==> src/hw/zx_bus_pkg.sv <==
// ========================================
// Z80 bus side definitions
// ========================================
package zx_bus_pkg;

	localparam int addr_w  = 16;
	localparam int data_w  = 8;
	localparam int audio_w = 14;   // One mixed channel

	// Port write operations, one per decoded register
	typedef enum logic [3:0] {
		op_none,
		op_page_7ffd,   // 128K paging
		op_page_1ffd,   // +3 paging
		op_page_eff7,   // Pentagon 1024 config
		op_page_dffd,   // Profi high bank
		op_ula_fe,      // Border, ear, mic
		op_covox,
		op_sdrv_a,
		op_sdrv_b,
		op_sdrv_c,
		op_sdrv_d
	} port_op_t;

	// Sound ports decode on the low address byte only
	localparam logic [7:0] port_covox  = 8'hFB;
	localparam logic [7:0] port_sdrv_a = 8'h0F;
	localparam logic [7:0] port_sdrv_b = 8'h1F;
	localparam logic [7:0] port_sdrv_c = 8'h4F;
	localparam logic [7:0] port_sdrv_d = 8'h5F;

	// Full 16-bit match
	localparam logic [addr_w-1:0] port_profi = 16'hDFFD;

endpackage

==> src/hw/zx_mem_pkg.sv <==
// ========================================
// Memory architecture and SDRAM layout
// ========================================
package zx_mem_pkg;

	// Codes follow the mode selector order
	typedef enum logic [2:0] {
		arch_128    = 3'd0,
		arch_p1024  = 3'd1,
		arch_pf1024 = 3'd2,
		arch_48     = 3'd3,
		arch_plus3  = 3'd4
	} arch_t;

	localparam int ram_addr_w = 24;   // SDRAM byte address
	localparam int page_w     = 6;    // Up to 64 RAM banks of 16K
	localparam int rom_page_w = 4;

	// Offset inside one 16K window
	localparam int win_w = 14;

	// Bank number field above the window offset
	localparam int bank_w = ram_addr_w - win_w;

	// ROM pages live behind this prefix
	localparam logic [2:0] rom_region = 3'b101;

	// Fixed banks of the 4000 and 8000 windows
	localparam logic [2:0] bank_screen = 3'd5;
	localparam logic [2:0] bank_mid    = 3'd2;

endpackage

==> src/hw/zx_host_core.sv <==
module zx_host_core (
	input  logic                              clk_sys,
	input  logic                              reset,
	input  zx_mem_pkg::arch_t                 mem_mode,
	input  logic [zx_bus_pkg::addr_w-1:0]     addr,
	input  logic [zx_bus_pkg::data_w-1:0]     data,
	input  logic                              n_mreq,
	input  logic                              n_iorq,
	input  logic                              n_rd,
	input  logic                              n_wr,
	input  logic                              n_m1,
	output logic [zx_mem_pkg::ram_addr_w-1:0] ram_addr,
	output logic                              ram_we,
	output logic [2:0]                        border,
	output logic                              ear,
	output logic                              mic,
	output logic [zx_bus_pkg::audio_w-1:0]    audio_l,
	output logic [zx_bus_pkg::audio_w-1:0]    audio_r
);

	zx_bus_pkg::port_op_t                port_op;
	logic                                port_wr;
	zx_mem_pkg::arch_t                   arch;
	logic                                page_lock;
	logic [zx_mem_pkg::page_w-1:0]       page_ram;
	logic [zx_mem_pkg::rom_page_w-1:0]   page_rom;
	logic                                page_special;
	logic [1:0]                          plus3_cfg;

	// ========================================
	// Decode
	zx_port_decode zx_port_decode_i (
		.clk_sys   (clk_sys),
		.reset     (reset),
		.addr      (addr),
		.n_iorq    (n_iorq),
		.n_wr      (n_wr),
		.n_m1      (n_m1),
		.arch      (arch),        // Mode and lock fed back from paging
		.page_lock (page_lock),
		.port_op   (port_op),
		.port_wr   (port_wr)
	);

	// Execute
	zx_paging zx_paging_i (
		.clk_sys      (clk_sys),
		.reset        (reset),
		.mem_mode     (mem_mode),
		.port_op      (port_op),
		.port_wr      (port_wr),
		.data         (data),
		.arch         (arch),
		.page_lock    (page_lock),
		.page_ram     (page_ram),
		.page_rom     (page_rom),
		.page_special (page_special),
		.plus3_cfg    (plus3_cfg)
	);

	zx_sound_ports zx_sound_ports_i (
		.clk_sys (clk_sys),
		.reset   (reset),
		.port_op (port_op),
		.port_wr (port_wr),
		.data    (data),
		.border  (border),
		.ear     (ear),
		.mic     (mic),
		.audio_l (audio_l),
		.audio_r (audio_r)
	);

	// Result
	zx_mem_map zx_mem_map_i (
		.addr         (addr),
		.n_mreq       (n_mreq),
		.n_wr         (n_wr),
		.page_ram     (page_ram),
		.page_rom     (page_rom),
		.page_special (page_special),
		.plus3_cfg    (plus3_cfg),
		.ram_addr     (ram_addr),
		.ram_we       (ram_we)
	);

	// Z80 never reads and writes in the same cycle
	bus_rd_wr_excl: assert property (@(posedge clk_sys) disable iff (reset)
		!(!n_rd && !n_wr));

endmodule

==> src/hw/zx_mem_map.sv <==
module zx_mem_map (
	input  logic [zx_bus_pkg::addr_w-1:0]     addr,
	input  logic                              n_mreq,
	input  logic                              n_wr,
	input  logic [zx_mem_pkg::page_w-1:0]     page_ram,
	input  logic [zx_mem_pkg::rom_page_w-1:0] page_rom,
	input  logic                              page_special,
	input  logic [1:0]                        plus3_cfg,
	output logic [zx_mem_pkg::ram_addr_w-1:0] ram_addr,
	output logic                              ram_we
);

	localparam int bank_w = zx_mem_pkg::bank_w;
	localparam int win_w  = zx_mem_pkg::win_w;

	logic [1:0]        win;       // 16K window of the Z80 map
	logic [2:0]        sp_bank;   // All-RAM bank
	logic [bank_w-1:0] bank_sel;

	assign win = addr[15:14];

	// +3 special modes
	always_comb begin
		case (plus3_cfg)
			2'd0:    sp_bank = {1'b0, win};   // 0 1 2 3
			2'd1:    sp_bank = {1'b1, win};   // 4 5 6 7
			2'd2:    sp_bank = (win == 2'd3) ? 3'd3 : {1'b1, win};   // 4 5 6 3
			default: begin
				case (win)   // 4 7 6 3
					2'd0:    sp_bank = 3'd4;
					2'd1:    sp_bank = 3'd7;
					2'd2:    sp_bank = 3'd6;
					default: sp_bank = 3'd3;
				endcase
			end
		endcase
	end

	// ========================================
	// Bank number above the window offset
	always_comb begin
		if (page_special) begin
			bank_sel = {{(bank_w - 3){1'b0}}, sp_bank};
		end else begin
			case (win)
				2'd0: bank_sel = {{(bank_w - 3 - zx_mem_pkg::rom_page_w){1'b0}},
					zx_mem_pkg::rom_region, page_rom};
				2'd1: bank_sel = {{(bank_w - 3){1'b0}}, zx_mem_pkg::bank_screen};
				2'd2: bank_sel = {{(bank_w - 3){1'b0}}, zx_mem_pkg::bank_mid};
				default: bank_sel = {{(bank_w - zx_mem_pkg::page_w){1'b0}}, page_ram};
			endcase
		end
	end

	assign ram_addr = {bank_sel, addr[win_w-1:0]};

	// ROM window is read only unless special mode maps RAM there
	assign ram_we = ~n_mreq & ~n_wr & ((win != 2'd0) | page_special);

	// No write may land in the ROM image
	rom_write_guard: assert final (!ram_we ||
		ram_addr[win_w + zx_mem_pkg::rom_page_w +: 3] != zx_mem_pkg::rom_region)
		else $error("SDRAM write into ROM region at %h", ram_addr);

endmodule

==> src/hw/zx_paging.sv <==
module zx_paging (
	input  logic                               clk_sys,
	input  logic                               reset,
	input  zx_mem_pkg::arch_t                  mem_mode,
	input  zx_bus_pkg::port_op_t               port_op,
	input  logic                               port_wr,
	input  logic [zx_bus_pkg::data_w-1:0]      data,
	output zx_mem_pkg::arch_t                  arch,
	output logic                               page_lock,
	output logic [zx_mem_pkg::page_w-1:0]      page_ram,
	output logic [zx_mem_pkg::rom_page_w-1:0]  page_rom,
	output logic                               page_special,
	output logic [1:0]                         plus3_cfg
);

	// 7FFD fields
	logic [2:0] bank_7ffd;
	logic       rom_7ffd;
	logic       lock_7ffd;

	// 1FFD fields
	logic       special_1ffd;
	logic [1:0] cfg_1ffd;   // Bits 2..1

	logic       ext_eff7;   // EFF7 bit 2, back to plain 128K behaviour
	logic [2:0] page_128k;  // High bank bits of the 1024K machines

	logic is_48;
	logic is_plus3;
	logic is_p1024;

	assign is_48    = (arch == zx_mem_pkg::arch_48);
	assign is_plus3 = (arch == zx_mem_pkg::arch_plus3);
	assign is_p1024 = (arch == zx_mem_pkg::arch_p1024);

	// ========================================
	// Register file
	always_ff @(posedge clk_sys) begin
		if (reset) begin
			arch         <= mem_mode;   // Follows the mode switch during reset
			bank_7ffd    <= 3'd0;
			rom_7ffd     <= 1'b0;
			lock_7ffd    <= 1'b0;
			special_1ffd <= 1'b0;
			cfg_1ffd     <= 2'd0;
			ext_eff7     <= 1'b0;
			page_128k    <= 3'd0;
		end else if (port_wr) begin
			case (port_op)
				zx_bus_pkg::op_page_7ffd: begin
					bank_7ffd <= data[2:0];
					rom_7ffd  <= data[4];
					lock_7ffd <= data[5];
					// Pentagon 1024 borrows the top data bits
					if (is_p1024 && !ext_eff7) begin
						page_128k <= {data[5], data[7:6]};
					end
				end
				zx_bus_pkg::op_page_1ffd: begin
					special_1ffd <= data[0];
					cfg_1ffd     <= data[2:1];
				end
				zx_bus_pkg::op_page_eff7: ext_eff7  <= data[2];
				zx_bus_pkg::op_page_dffd: page_128k <= data[2:0];
				default: ;
			endcase
		end
	end

	// Lock bit only counts in 1024 mode once EFF7 bit 2 is set
	assign page_lock = is_48 | (~is_p1024 & lock_7ffd) | (is_p1024 & ext_eff7 & lock_7ffd);

	assign page_ram     = {page_128k, bank_7ffd};
	assign page_special = special_1ffd;
	assign plus3_cfg    = cfg_1ffd;

	// ROM select
	always_comb begin
		if (is_plus3) begin
			page_rom = {2'b10, cfg_1ffd[1], rom_7ffd};
		end else begin
			page_rom = {is_48, 2'b11, is_48 | rom_7ffd};   // 48K pinned to page 1111
		end
	end

	// The decoder gates EFF7 and DFFD by mode
	high_bank_mode: assert property (@(posedge clk_sys) disable iff (reset)
		!(arch inside {zx_mem_pkg::arch_p1024, zx_mem_pkg::arch_pf1024})
		|-> page_128k == 3'd0);

endmodule

==> src/hw/zx_port_decode.sv <==
module zx_port_decode (
	input  logic                          clk_sys,
	input  logic                          reset,
	input  logic [zx_bus_pkg::addr_w-1:0] addr,
	input  logic                          n_iorq,
	input  logic                          n_wr,
	input  logic                          n_m1,
	input  zx_mem_pkg::arch_t             arch,
	input  logic                          page_lock,
	output zx_bus_pkg::port_op_t          port_op,
	output logic                          port_wr
);

	logic io_wr;
	logic io_wr_d;
	logic is_plus3;
	logic is_p1024;
	logic is_pf1024;
	logic sel_7ffd;
	logic sel_1ffd;
	logic sel_eff7;
	logic sel_dffd;

	assign io_wr = ~n_iorq & ~n_wr & n_m1;   // Not an interrupt ack

	// Previous write level for edge detect
	always_ff @(posedge clk_sys) begin
		if (reset) begin
			io_wr_d <= 1'b0;
		end else begin
			io_wr_d <= io_wr;
		end
	end

	assign port_wr = io_wr & ~io_wr_d;

	assign is_plus3  = (arch == zx_mem_pkg::arch_plus3);
	assign is_p1024  = (arch == zx_mem_pkg::arch_p1024);
	assign is_pf1024 = (arch == zx_mem_pkg::arch_pf1024);

	// Partial decodes as on the real machines
	assign sel_7ffd = ~addr[15] & ~addr[1] & (addr[14] | ~is_plus3) & ~page_lock;
	assign sel_1ffd = is_plus3 & (addr[15:12] == 4'b0001) & ~addr[1] & ~page_lock;
	assign sel_eff7 = is_p1024 & (addr[15:12] == 4'b1110) & ~addr[3];
	assign sel_dffd = is_pf1024 & (addr == zx_bus_pkg::port_profi);

	// ========================================
	// Opcode, first match wins
	always_comb begin
		port_op = zx_bus_pkg::op_none;
		if (sel_7ffd) begin
			port_op = zx_bus_pkg::op_page_7ffd;
		end else if (sel_1ffd) begin
			port_op = zx_bus_pkg::op_page_1ffd;
		end else if (sel_eff7) begin
			port_op = zx_bus_pkg::op_page_eff7;
		end else if (sel_dffd) begin
			port_op = zx_bus_pkg::op_page_dffd;
		end else if (~addr[0]) begin
			port_op = zx_bus_pkg::op_ula_fe;   // Any even port
		end else begin
			case (addr[7:0])
				zx_bus_pkg::port_covox:  port_op = zx_bus_pkg::op_covox;
				zx_bus_pkg::port_sdrv_a: port_op = zx_bus_pkg::op_sdrv_a;
				zx_bus_pkg::port_sdrv_b: port_op = zx_bus_pkg::op_sdrv_b;
				zx_bus_pkg::port_sdrv_c: port_op = zx_bus_pkg::op_sdrv_c;
				zx_bus_pkg::port_sdrv_d: port_op = zx_bus_pkg::op_sdrv_d;
				default:                 port_op = zx_bus_pkg::op_none;
			endcase
		end
	end

	// One pulse per bus write, however long the strobe is held
	single_pulse: assert property (@(posedge clk_sys) disable iff (reset)
		port_wr |=> !port_wr);

endmodule

==> src/hw/zx_sound_ports.sv <==
module zx_sound_ports (
	input  logic                           clk_sys,
	input  logic                           reset,
	input  zx_bus_pkg::port_op_t           port_op,
	input  logic                           port_wr,
	input  logic [zx_bus_pkg::data_w-1:0]  data,
	output logic [2:0]                     border,
	output logic                           ear,
	output logic                           mic,
	output logic [zx_bus_pkg::audio_w-1:0] audio_l,
	output logic [zx_bus_pkg::audio_w-1:0] audio_r
);

	logic [zx_bus_pkg::data_w-1:0] sd_l0;
	logic [zx_bus_pkg::data_w-1:0] sd_l1;
	logic [zx_bus_pkg::data_w-1:0] sd_r0;
	logic [zx_bus_pkg::data_w-1:0] sd_r1;

	// Two samples times 16, ear at 2048, mic at 1024
	function automatic logic [zx_bus_pkg::audio_w-1:0] chan_sum(
		input logic [zx_bus_pkg::data_w-1:0] s0,
		input logic [zx_bus_pkg::data_w-1:0] s1,
		input logic                          e,
		input logic                          m
	);
		localparam int pad = zx_bus_pkg::audio_w - zx_bus_pkg::data_w - 4;
		return {{pad{1'b0}}, s0, 4'd0} + {{pad{1'b0}}, s1, 4'd0} + {2'b00, e, m, 10'd0};
	endfunction

	// Border colour has no reset value
	always_ff @(posedge clk_sys) begin
		if (port_wr && port_op == zx_bus_pkg::op_ula_fe) begin
			border <= data[2:0];
		end
	end

	// ========================================
	// ULA bits and sample latches
	always_ff @(posedge clk_sys) begin
		if (reset) begin
			ear   <= 1'b0;
			mic   <= 1'b0;
			sd_l0 <= '0;
			sd_l1 <= '0;
			sd_r0 <= '0;
			sd_r1 <= '0;
		end else if (port_wr) begin
			case (port_op)
				zx_bus_pkg::op_ula_fe: begin
					ear <= data[4];
					mic <= data[3];
				end
				zx_bus_pkg::op_covox: begin   // Mono, all four at once
					sd_l0 <= data;
					sd_l1 <= data;
					sd_r0 <= data;
					sd_r1 <= data;
				end
				zx_bus_pkg::op_sdrv_a: sd_l0 <= data;
				zx_bus_pkg::op_sdrv_b: sd_l1 <= data;
				zx_bus_pkg::op_sdrv_c: sd_r0 <= data;
				zx_bus_pkg::op_sdrv_d: sd_r1 <= data;
				default: ;
			endcase
		end
	end

	// Mix one cycle behind the latches
	always_ff @(posedge clk_sys) begin
		if (reset) begin
			audio_l <= '0;
			audio_r <= '0;
		end else begin
			audio_l <= chan_sum(sd_l0, sd_l1, ear, mic);
			audio_r <= chan_sum(sd_r0, sd_r1, ear, mic);
		end
	end

endmodule

==> config.mk <==
export PLATFORM = sky130hd
export DESIGN_NAME = zx_host_core
export DESIGN_NICKNAME = d
export VERILOG_FILES = /design/src/hw/zx_bus_pkg.sv /design/src/hw/zx_mem_pkg.sv /design/src/hw/zx_host_core.sv /design/src/hw/zx_mem_map.sv /design/src/hw/zx_paging.sv /design/src/hw/zx_port_decode.sv /design/src/hw/zx_sound_ports.sv
export SDC_FILE = /design/constraint.sdc
export NUM_CORES = 1
export LEC_CHECK = 0
export ABC_AREA = 0
export CORE_ASPECT_RATIO = 1.2
export CORE_UTILIZATION = 55
export CTS_CLUSTER_SIZE = 25
export DETAILED_ROUTE_END_ITERATION = 6
export DONT_BUFFER_PORTS = 1
export PLACE_DENSITY = 0.7
export SLEW_MARGIN = 10
export SYNTH_ARGS = -nofsm -noshare
export SYNTH_HDL_FRONTEND = slang
export SYNTH_SLANG_ARGS = --single-unit
==> constraint.sdc <==
create_clock -name clk_sys -period 4.65 [get_ports clk_sys]
set_clock_uncertainty 0.1 [all_clocks]
set_input_delay 0.93 -clock clk_sys [delete_from_list [all_inputs] [get_ports clk_sys]]
set_output_delay 0.93 -clock clk_sys [all_outputs]
set_load 0.01 [all_outputs]
==> flow_summary.toml <==
[layout]
final_cell_count_no_fill = 479
drive_above_1_share_pct = 9.69
final_cell_mix = "dfxtp_1, nor2_1, mux2i_1"
area_growth_pct = 2.05
final_nets = 445
mostFrequentLayoutCell = "dfxtp_1"
antenna_cells = 0
fill_cells = 617

[yosys]
ys_types = 70
syn_area_um2 = 3900
syn_inst = 404
synthArstFlopShare_pct = 0
avgSynthCellArea_um2 = 9.66
yosysWarnings = 0
synth_seq_area_share_pct = 39.0
ys_dominant_reg_cell = "dfxtp_1"
ys_ff_latch = 73
synth-edff-count = 6

[global_route]
grt_max_degree = 73
grt_pass1_wl_um = 11900
antenna_found_initial = 0
grt_pass1_vias = 2568
grt_usage_pct = 21.0
grt_overflow_total = 0

[cts]
cts.clk_slew.worst_paths_ns = 0.08
clk_latency_ns = 0.35
cts_buffer_depth = 2
cts_buffers = 9
cts_resized = 0
clock_sinks = 73
postCtsSetupRepairBufs = 0
h-tree-depth = 3
tritoncts = "built"
root_buffer = "clkbuf_8"
cts_hold_buf = 0

[drt]
ant_nets = 0
vias_per_cell = 5.68
dr.pass1.iters = 4
drt-initial-drc-count = 101
routed_wl_um = 7470
via_count = 2720
routedWlPerCell_um = 15.6
drcViolationCount = 0

[timing]
fin_crit_sh_pct = 65.5
timing.fmax_mhz = 328
max_slew_margin_pct = 45.0
period_minus_slack_ns = 3.05
finalHoldViolations = 0
fin_hold_ws_ns = 0.394
worst_slew_pin_slew_ns = 0.826
setup_viol = 0
rsz0062_at_grt = "false"
slew_violations = 0
tns_ns = 0

[placed_design]
dp_hpwl_um = 5290
dpl.cell_count = 463
port_buffers = 0
place_congestion = 0.850

[die]
rows = 33
ioPinCount = 92
dieArea_um2 = 7440
die_w_um = 78.9
coreArea_um2 = 6850
start_util_pct = 56.9
die_h_um = 94.3

[pwr]
p_total_mw = 1.23
vdd_drop_max_v = 0.000284
powerDensity_nw_per_um2 = 308
p_comb_share_pct = 3.6
pwr-share-seq_pct = 52.4
p_sw_mw = 0.269
p_sw_share_pct = 22.0
p_leak_nw = 1.55
pwr-share-clk_pct = 44.0
power.internal_mw = 0.957

[worst_setup_path]
critPathLaunchType = "flop"
worst_setup_path_end_kind = "flop"
slowest_delay_ns = 0.45
crit_arrival_ns = 3.19
critPathKind = "reg -> reg"
critPathBufInv = 1
critPathMaxFanout = 3
crit_family = "adder cells"
required_ns = 4.79
crit_slowest_cell = "fa_1"
path_cells = "ha_1, inv_1, fa_1, nor2b_1, o21ai_0, a21boi_0, o21ai_0, nor2b_1, xnor2_1, ha_1, fa_1, xnor2_1, nor2_1"

[flow_run]
maxCapViolCount = 0

[status]
status = "finished clean"

[worst_hold_path]
hold_class = "reg -> reg"
sequential cells by signal (all words and copies together) (netlist names), 2 cells and up:
| signal | count |
|---|---|
| zx_paging_i.arch | 3 |
| zx_paging_i.bank_7ffd | 3 |
| zx_paging_i.page_128k | 3 |
| zx_paging_i.plus3_cfg | 2 |
| zx_sound_ports_i.audio_l | 10 |
| zx_sound_ports_i.audio_r | 10 |
| zx_sound_ports_i.border | 3 |
| zx_sound_ports_i.sd_l0 | 8 |
| zx_sound_ports_i.sd_l1 | 8 |
| zx_sound_ports_i.sd_r0 | 8 |
| zx_sound_ports_i.sd_r1 | 8 |
power groups by stage:
stage	clock (mW)	combinational (mW)	sequential, mW
after floorplan	0	0.0721	0.656
after global placement	0	0.0431	0.658
after detailed placement	0	0.0440	0.658
after CTS	0.554	0.0442	0.643
after global routing	0.577	0.0485	0.644
final	0.539	0.0442	0.643
cells in the mapped netlist (3+ instances only):
library cell	n	area, um^2
nor3_1	12	60.1
ha_1	20	250
buf_4	26	195
xnor2_1	4	35.0
edfxtp_1	6	180
clkbuf_1	5	18.8
nand2b_1	4	25.0
mux2i_1	39	390
nand2_1	13	48.8
nor2_1	63	236
xor2_1	6	52.6
o21ai_0	12	60.1
fa_1	4	80.1
dfxtp_1	67	1340
a21oi_1	20	100
o211ai_1	4	30.0
nor2b_1	13	81.3
inv_1	16	60.1
nand4b_1	3	26.3
cells by family (layout without fill, tap and decap cells):
logic type	after synthesis	after routing	synth area share, %
simple gates	142	142	20.0
other cells	1	11	0.0961
xor+xnor	10	10	2.24
mux	39	39	10.0
buf+inv	54	32	8.82
fa+ha+maj	24	24	8.46
compound gates	61	61	11.4
flops	73	73	39.0
worst min-delay path, cell delays in order (launching register included):
cell and delay (ns):
dfxtp_1 0.32, o21ai_0 0.07, a21oi_1 0.07
through the flow:
stage / utilization, % / cell area [um^2] / worst slack (ns)
6_report: 58.1 / 3980 / 1.60
5_1_grt: 58.1 / 3980 / 1.38
4_1_cts: 58.1 / 3980 / 1.59
3_5_place_dp: 54.9 / 3760 / 1.49
3_3_place_gp: 54.9 / 3760 / 1.52
2_1_floorplan: - / 3940 / 1.73
metal layers:
metal / routed length [um] / track usage (%) / share of wire (%)
met5: 0 / 0 / 0
met4: 152 / 11.7 / 2.0
met3: 453 / 4.95 / 6.1
met2: 3520 / 35.2 / 47
met1: 3340 / 24.7 / 45
final cells by class:
cell class / instances / area, um^2 / area share [%]
Clock buffer: 9 / 124 / 3.11
Sequential cell: 73 / 1520 / 38.2
Clock inverter: 7 / 93.8 / 2.36
Tap cell: 87 / 109 / 2.73
Inverter: 16 / 60.1 / 1.51
Multi-Input combinational cell: 287 / 2070 / 52.1
path summary, 6_finish.rpt:
check | start | cells after the start | slack (ns) | to
worst max-delay path | zx_sound_ports_i.sd_r1[0]$_SDFFE_PP0P_ | 13 | 1.60 | zx_sound_ports_i.audio_r[12]$_SDFF_PP0_
worst min-delay path | zx_paging_i.rom_7ffd$_SDFFE_PP0P_ | 2 | 0.39 | zx_paging_i.rom_7ffd$_SDFFE_PP0P_
worst max register to register | zx_sound_ports_i.sd_r1[0]$_SDFFE_PP0P_ | 13 | 1.60 | zx_sound_ports_i.audio_r[12]$_SDFF_PP0_
worst min register to register | zx_paging_i.rom_7ffd$_SDFFE_PP0P_ | 2 | 0.39 | zx_paging_i.rom_7ffd$_SDFFE_PP0P_
Note: power is estimated with default switching activity, not from simulation.
